`src/pmu_count_pkg.sv`:
```
// PMU counter package
// Counter widths, counter indices, per-counter masks and quota sum type

`default_nettype none

package pmu_count_pkg;

    // ------------------------------
    // Counter bank sizes
    // ------------------------------
    // One counter per crossbar output
    localparam int N_COUNTERS = 9;
    localparam int COUNT_W    = 32;
    // Wide enough to address all counters for preload
    localparam int IDX_W      = 4;

    // Nine 32-bit values need 4 extra bits so the sum never wraps
    localparam int QUOTA_W    = COUNT_W + $clog2(N_COUNTERS);

    // ------------------------------
    // Types
    // ------------------------------
    // Single counter value
    typedef logic [COUNT_W-1:0] count_t;

    // Preload target
    typedef logic [IDX_W-1:0] cnt_idx_t;

    // One bit per counter, used for hits, wraps and masks
    typedef logic [N_COUNTERS-1:0] cnt_mask_t;

    // Quota limit and masked sum of counters
    typedef logic [QUOTA_W-1:0] quota_t;

endpackage

`default_nettype wire

```
`src/pmu_event_pkg.sv`:
```
// PMU event package
// System event vector, crossbar selection fields and self-test mode codes

`default_nettype none

package pmu_event_pkg;

    // ------------------------------
    // System event sizes
    // ------------------------------
    // Events coming from the cores and the interconnect
    localparam int N_SOC_EV = 32;
    // One crossbar field addresses any system event
    localparam int SEL_W = $clog2(N_SOC_EV);

    typedef logic [N_SOC_EV-1:0] soc_events_t;
    typedef logic [SEL_W-1:0]    ev_sel_t;

    // ------------------------------
    // Self-test modes
    // ------------------------------
    typedef logic [1:0] selftest_t;

    // Crossbar output passes through
    localparam selftest_t ST_OFF     = 2'b00;
    // Force every counter input high
    localparam selftest_t ST_ALL_ON  = 2'b01;
    // Force every counter input low
    localparam selftest_t ST_ALL_OFF = 2'b10;
    // Counter input 0 high, rest low
    localparam selftest_t ST_ONE_ON  = 2'b11;

endpackage

`default_nettype wire
```
`src/pmu_top.sv`:
```
// PMU top level
// Event router feeds the counter bank, the bank feeds the interrupt monitor

`timescale 1ns/10ps
`default_nettype none

module pmu_top (
    input  wire logic                       clk_i,
    input  wire logic                       rstn_i,

    // Event routing
    input  wire pmu_event_pkg::soc_events_t events_i,
    input  wire pmu_event_pkg::ev_sel_t [pmu_count_pkg::N_COUNTERS-1:0] route_sel_i,
    input  wire pmu_event_pkg::selftest_t   selftest_i,

    // Counter control and preload
    input  wire logic                       cnt_en_i,
    input  wire logic                       cnt_softrst_i,
    input  wire logic                       cnt_we_i,
    input  wire pmu_count_pkg::cnt_idx_t    cnt_idx_i,
    input  wire pmu_count_pkg::count_t      cnt_wdata_i,

    // Overflow control
    input  wire logic                       ovf_en_i,
    input  wire logic                       ovf_softrst_i,
    input  wire pmu_count_pkg::cnt_mask_t   ovf_mask_i,

    // Quota control
    input  wire pmu_count_pkg::cnt_mask_t   quota_mask_i,
    input  wire pmu_count_pkg::quota_t      quota_limit_i,

    // Status and interrupts
    output pmu_count_pkg::count_t [pmu_count_pkg::N_COUNTERS-1:0] counts_o,
    output pmu_count_pkg::cnt_mask_t        ovf_vect_o,
    output logic                            intr_overflow_o,
    output logic                            intr_quota_o
);

    import pmu_count_pkg::*;

    // Router to bank
    cnt_mask_t               hits;
    // Bank to monitor
    count_t [N_COUNTERS-1:0] counts;
    cnt_mask_t               wraps;

    // ------------------------------
    // Producer
    // ------------------------------
    pmu_event_router u_router (
        .clk_i       (clk_i),
        .rstn_i      (rstn_i),
        .events_i    (events_i),
        .route_sel_i (route_sel_i),
        .selftest_i  (selftest_i),
        .hits_o      (hits)
    );

    // ------------------------------
    // Counters
    // ------------------------------
    pmu_counter_bank u_bank (
        .clk_i     (clk_i),
        .rstn_i    (rstn_i),
        .hits_i    (hits),
        .en_i      (cnt_en_i),
        .softrst_i (cnt_softrst_i),
        .we_i      (cnt_we_i),
        .widx_i    (cnt_idx_i),
        .wdata_i   (cnt_wdata_i),
        .counts_o  (counts),
        .wraps_o   (wraps)
    );

    // ------------------------------
    // Consumer
    // ------------------------------
    pmu_intr_monitor u_monitor (
        .clk_i           (clk_i),
        .rstn_i          (rstn_i),
        .counts_i        (counts),
        .wraps_i         (wraps),
        .ovf_en_i        (ovf_en_i),
        .ovf_softrst_i   (ovf_softrst_i),
        .ovf_mask_i      (ovf_mask_i),
        .quota_mask_i    (quota_mask_i),
        .quota_limit_i   (quota_limit_i),
        .ovf_vect_o      (ovf_vect_o),
        .intr_overflow_o (intr_overflow_o),
        .intr_quota_o    (intr_quota_o)
    );

    // Counter values are software visible
    assign counts_o = counts;

endmodule

`default_nettype wire

```
`src/pmu_intr_monitor.sv`:
```
// PMU interrupt monitor
// Sticky overflow vector with masked interrupt, and registered quota-sum interrupt

`timescale 1ns/10ps
`default_nettype none

module pmu_intr_monitor (
    input  wire logic                     clk_i,
    input  wire logic                     rstn_i,
    // Live counter values from the bank
    input  wire pmu_count_pkg::count_t [pmu_count_pkg::N_COUNTERS-1:0] counts_i,
    // One-cycle wrap pulses from the bank
    input  wire pmu_count_pkg::cnt_mask_t wraps_i,
    input  wire logic                     ovf_en_i,
    input  wire logic                     ovf_softrst_i,
    input  wire pmu_count_pkg::cnt_mask_t ovf_mask_i,
    input  wire pmu_count_pkg::cnt_mask_t quota_mask_i,
    input  wire pmu_count_pkg::quota_t    quota_limit_i,
    output pmu_count_pkg::cnt_mask_t      ovf_vect_o,
    output logic                          intr_overflow_o,
    output logic                          intr_quota_o
);

    import pmu_count_pkg::*;

    cnt_mask_t ovf_vect_q;
    // Masked sum of counters, wide enough not to wrap
    quota_t    quota_sum;
    logic      intr_quota_q;

    // ------------------------------
    // Overflow
    // ------------------------------
    // Flags stay set until software clears them
    always_ff @(posedge clk_i) begin
        if (!rstn_i) begin
            ovf_vect_q <= '0;
        end else if (ovf_softrst_i) begin
            ovf_vect_q <= '0;
        end else if (ovf_en_i) begin
            ovf_vect_q <= ovf_vect_q | wraps_i;
        end
    end

    // Any unmasked sticky flag raises the line
    assign intr_overflow_o = |(ovf_vect_q & ovf_mask_i);
    assign ovf_vect_o      = ovf_vect_q;

    // ------------------------------
    // Quota
    // ------------------------------
    always_comb begin
        quota_sum = '0;
        for (int i = 0; i < N_COUNTERS; i++) begin
            if (quota_mask_i[i]) begin
                quota_sum = quota_sum + quota_t'(counts_i[i]);
            end
        end
    end

    // Compared on the counts visible before the edge, so one edge behind
    always_ff @(posedge clk_i) begin
        if (!rstn_i) begin
            intr_quota_q <= 1'b0;
        end else begin
            intr_quota_q <= (quota_sum >= quota_limit_i);
        end
    end

    assign intr_quota_o = intr_quota_q;

endmodule

`default_nettype wire

```
`src/pmu_counter_bank.sv`:
```
// PMU counter bank
// Nine 32-bit counters with enable, soft reset, single-counter preload and wrap pulses

`timescale 1ns/10ps
`default_nettype none

module pmu_counter_bank (
    input  wire logic                     clk_i,
    input  wire logic                     rstn_i,
    // Routed events from the crossbar
    input  wire pmu_count_pkg::cnt_mask_t hits_i,
    // Global count enable
    input  wire logic                     en_i,
    // Clears all counters
    input  wire logic                     softrst_i,
    // Preload strobe with target and value
    input  wire logic                     we_i,
    input  wire pmu_count_pkg::cnt_idx_t  widx_i,
    input  wire pmu_count_pkg::count_t    wdata_i,
    output pmu_count_pkg::count_t [pmu_count_pkg::N_COUNTERS-1:0] counts_o,
    // Pulse per counter stepping from all ones to zero
    output pmu_count_pkg::cnt_mask_t      wraps_o
);

    import pmu_count_pkg::*;

    count_t [N_COUNTERS-1:0] counts_q;
    count_t [N_COUNTERS-1:0] counts_d;
    cnt_mask_t               wraps_q;
    cnt_mask_t               wraps_d;

    // Counter plus one, top bit is the carry out
    logic [COUNT_W:0] incr [N_COUNTERS];

    // ------------------------------
    // Next counter values
    // ------------------------------
    always_comb begin
        for (int i = 0; i < N_COUNTERS; i++) begin
            incr[i]     = {1'b0, counts_q[i]} + 1'b1;
            counts_d[i] = counts_q[i];
            wraps_d[i]  = 1'b0;

            // Soft reset beats preload, preload beats counting
            if (softrst_i) begin
                counts_d[i] = '0;
            end else if (we_i && (widx_i == cnt_idx_t'(i))) begin
                counts_d[i] = wdata_i;
            end else if (en_i && hits_i[i]) begin
                counts_d[i] = incr[i][COUNT_W-1:0];
                // carry out means the counter rolled over
                wraps_d[i]  = incr[i][COUNT_W];
            end
        end
    end

    // ------------------------------
    // Registers
    // ------------------------------
    // Wrap flags leave on the same edge as the wrapped count
    always_ff @(posedge clk_i) begin
        if (!rstn_i) begin
            counts_q <= '0;
            wraps_q  <= '0;
        end else begin
            counts_q <= counts_d;
            wraps_q  <= wraps_d;
        end
    end

    assign counts_o = counts_q;
    assign wraps_o  = wraps_q;

endmodule

`default_nettype wire

```
`src/pmu_event_router.sv`:
```
// PMU event router
// Registered crossbar from system events to counter inputs, with self-test override

`timescale 1ns/10ps
`default_nettype none

module pmu_event_router (
    input  wire logic                       clk_i,
    input  wire logic                       rstn_i,
    // Raw system events
    input  wire pmu_event_pkg::soc_events_t events_i,
    // One selection field per counter
    input  wire pmu_event_pkg::ev_sel_t [pmu_count_pkg::N_COUNTERS-1:0] route_sel_i,
    input  wire pmu_event_pkg::selftest_t   selftest_i,
    // One hit bit per counter, valid for one cycle
    output pmu_count_pkg::cnt_mask_t        hits_o
);

    import pmu_event_pkg::*;
    import pmu_count_pkg::*;

    // Crossbar output before self-test override
    cnt_mask_t routed;
    // Value loaded into the hit register
    cnt_mask_t hits_d;
    cnt_mask_t hits_q;

    // ------------------------------
    // Crossbar
    // ------------------------------
    // Each counter picks one event, several counters may share an event
    always_comb begin
        routed = '0;
        for (int i = 0; i < N_COUNTERS; i++) begin
            routed[i] = events_i[route_sel_i[i]];
        end
    end

    // ------------------------------
    // Self-test override
    // ------------------------------
    always_comb begin
        hits_d = routed;
        case (selftest_i)
            ST_OFF: begin
                hits_d = routed;
            end
            ST_ALL_ON: begin
                hits_d = '1;
            end
            ST_ALL_OFF: begin
                hits_d = '0;
            end
            ST_ONE_ON: begin
                // Only counter 0 sees activity
                hits_d    = '0;
                hits_d[0] = 1'b1;
            end
        endcase
    end

    // Sample point k, hits valid after edge k
    always_ff @(posedge clk_i) begin
        if (!rstn_i) begin
            hits_q <= '0;
        end else begin
            hits_q <= hits_d;
        end
    end

    assign hits_o = hits_q;

endmodule

`default_nettype wire

```
`config.mk`:
```
export PLATFORM = sky130hd
export DESIGN_NAME = pmu_top
export DESIGN_NICKNAME = d
export VERILOG_FILES = /design/src/pmu_count_pkg.sv /design/src/pmu_event_pkg.sv /design/src/pmu_top.sv /design/src/pmu_intr_monitor.sv /design/src/pmu_counter_bank.sv /design/src/pmu_event_router.sv
export SDC_FILE = /design/constraint.sdc
export NUM_CORES = 2
export LEC_CHECK = 0
export ABC_AREA = 1
export BUFFER_PORTS_ARGS = -buffer_cell sky130_fd_sc_hd__buf_2
export CORE_MARGIN = 2
export CORE_UTILIZATION = 30
export DETAILED_ROUTE_END_ITERATION = 8
export PLACE_DENSITY = 0.48
export SLEW_MARGIN = 20
export SYNTH_ARGS = -nofsm -noshare
export SYNTH_HDL_FRONTEND = slang
export SYNTH_SLANG_ARGS = --single-unit
export TNS_END_PERCENT = 100
```
`constraint.sdc`:
```
create_clock -name clk_i -period 30.7 [get_ports clk_i]
set_input_delay 6.14 -clock clk_i [delete_from_list [all_inputs] [get_ports clk_i]]
set_output_delay 6.14 -clock clk_i [all_outputs]
set_load 0.05 [all_outputs]
```
Yosys cells after proc, flatten, opt, wreduce, memory -nomap -nowiden
Index checks and enable logic that the tools add are counted.

word-level totals
  register bits = 316
  input bits = 176
  logic and storage cells = 158

operators by class
  $add $sub $neg = 17
  magnitude comparators = 10
  eq/ne operators = 11
  mux-type cells = 46
  bitwise logic cells = 12
  reduce and logical (&&, ||, !) cells = 41

operator list
  kind                     count
  $mux W32                 19
  $add A32 B1 Y33 const B  9
  $mux W36                 8
  $add A36 B32 Y36         7
  $lt A5 B6 Y1 const B     9
  $bmux W1 S5              9
  $ge A36 B36 Y1           1
  $pmux W9 S4              1
  $reduce_or A4 Y1         9
  $add A32 B32 Y33         1
  $logic_and A1 B1 Y1      18
  $reduce_bool A2 Y1       9
  $eq A4 B3 Y1 const B     4
  $not A1 Y1               10
  $and A9 B9 Y9            1
  $mux W1                  9
  $or A9 B9 Y9             1
  $reduce_or A9 Y1         1
  $eq A4 B2 Y1 const B     2
  $eq A2 B2 Y1 const B     2
  $eq A4 B1 Y1 const B     1
  $eq A4 B4 Y1 const B     1
  $logic_not A4 Y1         1
  $reduce_or A2 Y1         2
  2 further kinds          2

Logic depth before layout (Yosys ltp)
  depth in word-level cells = 18
  depth in mapped cells = 94
  gate-level depth less buffers = 90

Modules after synthesis
Synthesis repeated with hierarchy kept, for this count alone.

second synthesis, totals
  cells, all modules = 7,500
  area, all modules = 42,260.5 µm²

by module, submodules not included
  module            instances  cells each  area each (µm²)  sequential area each (µm²)
  pmu_counter_bank  1          3,563       20,320.7         5,945.7
  pmu_intr_monitor  1          3,200       18,273.8         200.2
  pmu_event_router  1          737         3,666.0          180.2

Least setup slack after synthesis
Ideal clock, no wire load.

  path kind = input -> register
  start = input port quota_mask_i[0]
  end = register u_monitor.intr_quota_q (netlist: u_monitor.intr_quota_o)
  arrival = 18,420 ps
  setup slack = 12,171 ps
  cell stages on the path = 86
  buffers on the path = 4
  cells stage by stage = buf_4 -> clkbuf_1 -> buf_2 -> buf_1 -> nand2_1 -> inv_1 -> ha_1 -> fa_1 -> inv_1 -> nor2_2 -> nand2_1 -> nand2_2 -> a31o_2 -> xor2_1 -> a21oi_1 -> ha_1 -> a21o_1 -> a31oi_1 -> [50 not listed] -> and2_1 -> ha_1 -> nand2_1 -> a21oi_1 -> a211oi_1 -> nand4_1 -> or2_2 -> nand3_1 -> nand2_1 -> ha_1 -> nand2_1 -> nor2_1 -> nand3_1 -> o21ai_0 -> a2111oi_0 -> o221ai_1 -> nand2_1 -> inv_1

between the ends
  word-level cells in the longest chain between the ends = 18

RTL lines
  item                  RTL line                text
  from (decl)           pmu_top.sv:29           input wire pmu_count_pkg::cnt_mask_t quota_mask_i,
  $mux W32 (*)          pmu_intr_monitor.sv:55  if (quota_mask_i[i]) begin
  $add A32 B32 Y33      pmu_intr_monitor.sv:56  quota_sum = quota_sum + quota_t'(counts_i[i]);
  $mux W36 (*)          pmu_intr_monitor.sv:55
  $add A36 B32 Y36      pmu_intr_monitor.sv:56
  $mux W36 (*)          pmu_intr_monitor.sv:55
  $add A36 B32 Y36      pmu_intr_monitor.sv:56
  $mux W36 (*)          pmu_intr_monitor.sv:55
  $add A36 B32 Y36      pmu_intr_monitor.sv:56
  [2 not listed]        --
  $mux W36 (*)          pmu_intr_monitor.sv:55
  $add A36 B32 Y36      pmu_intr_monitor.sv:56
  $mux W36 (*)          pmu_intr_monitor.sv:55
  $add A36 B32 Y36      pmu_intr_monitor.sv:56
  $mux W36 (*)          pmu_intr_monitor.sv:55
  $add A36 B32 Y36      pmu_intr_monitor.sv:56
  $mux W36 (*)          pmu_intr_monitor.sv:55
  $ge A36 B36 Y1 (*)    pmu_intr_monitor.sv:66  intr_quota_q <= (quota_sum >= quota_limit_i);
  to (signal assigned)  pmu_intr_monitor.sv:66
  to (decl)             pmu_intr_monitor.sv:29  logic intr_quota_q;

Mark *: on every way between the ends. The rest lies on a longest branch, timed or not.
A chain may end at the register's enable or synchronous reset.

Worst setup path in the final report
Same ends and word-level chain as after synthesis.

==> flow_metrics.tcl <==
set metrics [dict create \
    clkSinkCount 316 \
    cp-end-kind "flip-flop" \
    grt_max_degree 77 \
    grt.overflow.total 0 \
    min_period_ps 21370 \
    setup_viol 0 \
    ant_nets 0 \
    wl_per_cell_um 24.90 \
    cts.reportedPaths.clkPinSlew_ps 60 \
    synth-seq-cells 316 \
    yosysUniqueCellTypes 66 \
    synth_area_per_cell_um2 6.083 \
    path_common_cell "nand2_1" \
    layout-drive-gt1-share_pct 10.97 \
    drt_iter0_markers 4588 \
    fp.dieArea_um2 127800 \
    cts_tree "built" \
    cts_max_level 2 \
    postSynthCellCount 6163 \
    io_buffers 474 \
    drc 0 \
    multiInputGateArea_um2 27860 \
    critical_path.slowest_cell "nor4_1" \
    tns_ps 0 \
    setup.worst_path.start_class "input port" \
    routed_wl_um 203800 \
    die_w_um 357.5 \
    synth_ff_type "dfxtp_1" \
    area_growth_syn_to_layout_pct 14.85 \
    clock_path_buffers 3 \
    dp.cells 8097 \
    start_util_pct 30.29 \
    p_leak_nw 19.78 \
    pre_cts_ws_ps 9008 \
    path_class "input port to flip-flop" \
    synth_top_cell_area_share_pct 16.87 \
    p_per_area_nw_per_um2 30.08 \
    crit_arrival_ps 21920 \
    root_buffer "clkbuf_16" \
    finalPower_mw 1.295 \
    postCtsHoldBufs 0 \
    cts_buffers 46 \
    final.setup.worst_slack_ps 9329 \
    fmax_ghz 0.04679 \
    grt_usage_pct 30.68 \
    synth_top_cell_by_area "dfxtp_1" \
    regArea_um2 6326 \
    crit_required_ps 31250 \
    worstPathMaxFanout 38 \
    grt_pass1_wl_um 288700 \
    ios 475 \
    synth_area_leaders "dfxtp_1 17%, nand2_1 16%, ha_1 10%, a21oi_1 7.3%, o21ai_0 6.4%" \
    nets 7000 \
    drv_cap 0 \
    hold_viol 0 \
    dp_hpwl_um 157900 \
    rsz0062_at_grt "no" \
    tightest_slew_ps 1151 \
    skew_ps 36.13 \
    vias 44890 \
    yosysSeqAreaShare_pct 16.87 \
    synth_edf_count 0 \
    min_period_over_period_pct 69.61 \
    synth_nets 6655 \
    cts_setup_buffers 0 \
    syn_area_um2 37490 \
    synthArstFlopShare_pct 0 \
    antenna_found_initial 21 \
    place.gp.congestion 0.9788 \
    die_height_um 357.5 \
    routed_via_density 5.485 \
    clk-insertion-delay-late_ps 660 \
    max_stage_delay_ps 680 \
    num_rows 129 \
    stdcell_count 8185 \
    grt_pass1_vias 41520 \
    num-fill-cells 13870 \
    ir_drop_v 0.00003707 \
    max-slew-margin-rel_pct 23.27 \
    cts_resized 0 \
    core-area_um2 123800 \
    first_pass_iters 6 \
    status "completed" \
    finish.utilization_pct 34.78 \
    maxSlewViolCount 0 \
    yosys_warnings 0 \
    hold_path_class "flip-flop to flip-flop" \
]
-- worst max-delay path: cells and delay by family --
family          cells  cell delay, ps
compound gates     25            5470
xor+xnor            5             690
fa+ha+maj           9            3230
buf+inv             6             950
simple gates       34            5390
-- power by group --
part	internal (mW)	switching, mW	leakage (nW)	total (mW)
combinational	0.0737	0.205	16.4	0.279
clock	0.358	0.238	0.803	0.596
sequential	0.414	0.00746	2.55	0.421
total	0.845	0.450	19.8	1.30
-- through the flow --
stage               hold slack [ps]  cell area [um^2]
finish                        480.7             43060
global route                  515.2             43060
CTS                           489.8             43050
detailed placement            475.2             41430
global placement              468.1             41430
floorplan                     453.0             37490
-- Yosys cell counts (17+ instances only) --
cell	instances
a21oi_1	548
xnor2_1	147
buf_1	37
nand2_2	18
nand3b_1	19
or2_2	45
dfxtp_1	316
nor3_1	94
a31oi_1	168
clkbuf_1	175
o21ai_0	481
nand4_1	75
o211ai_1	79
nor2_1	409
o21a_1	21
and2_1	22
xor2_1	230
inv_1	632
o22ai_1	17
nor4_1	50
ha_1	308
a21o_1	31
o21ai_1	86
nand2_1	1591
nand3_1	302
a211oi_1	45
-- area by class of cell --
cell class / instances / area share, %
Multi-Input combinational cell: 4966 / 64.70
Sequential cell: 316 / 14.69
Timing Repair Buffer: 520 / 6.311
Inverter: 658 / 5.747
Tap cell: 1637 / 4.756
Clock buffer: 68 / 3.269
Clock inverter: 17 / 0.5085
Antenna cell: 3 / 0.01743
-- state kept, by name, summed over array words and instances (netlist names) --
signal / flops
u_bank.counts_o: 288
u_bank.wraps_o: 9
u_router.hits_o: 9
u_monitor.intr_quota_o: 1
u_monitor.ovf_vect_o: 9
-- per-layer routing --
layer / up-vias / wire length (um) / global-route usage [%]
met1: 21100 / 89320 / 41.50
met2: 1850 / 88740 / 48.60
met5: - / 46 / 0
met3: 344 / 16380 / 4.651
li1: 21590 / - / -
met4: 6 / 9326 / 12.48
-- final timing paths --
check | start | slack (ps) | to | depth (start not counted)
worst max register to register | u_bank.counts_o[0]$_SDFFE_PP0P_ | 14930 | u_monitor.intr_quota_o$_SDFF_PN0_ | 74
worst min register to register | u_bank.wraps_o[0]$_SDFF_PP0_ | 480 | u_monitor.ovf_vect_o[0]$_SDFFE_PP0P_ | 2
worst max-delay path | quota_mask_i[0] | 9330 | u_monitor.intr_quota_o$_SDFF_PN0_ | 79
worst min-delay path | u_bank.wraps_o[0]$_SDFF_PP0_ | 480 | u_monitor.ovf_vect_o[0]$_SDFFE_PP0P_ | 2
-- cells by family after synthesis --
group | after synthesis | synth area share [%]
flip-flops | 316 | 16.87
XOR/XNOR | 379 | 8.954
multiplexers | 1 | 0.02670
AO/OA/AOI/OAI | 1602 | 24.30
adder cells (fa/ha/maj) | 316 | 10.71
AND/OR/NAND/NOR | 2668 | 30.27
buffers and inverters | 881 | 8.864
-- placed cells by master (no fill, tap or decap), types with 17 or more instances in the layout --
cell       instances
and2_1            22
nand2_2           18
nand3b_1          19
o211ai_1          79
nor4_1            50
o21ai_0          481
a21oi_1          548
buf_2            474
dfxtp_1          316
nand4_1           75
nand2_1         1591
a21o_1            31
xor2_1           230
a211oi_1          45
ha_1             308
inv_1            632
nand3_1          302
o22ai_1           17
a31oi_1          168
buf_4             46
xnor2_1          147
o21ai_1           86
nor3_1            94
clkbuf_16         49
nor2_1           404
o21a_1            21
or2_2             45
No activity file was read; power rests on OpenSTA's default activity.
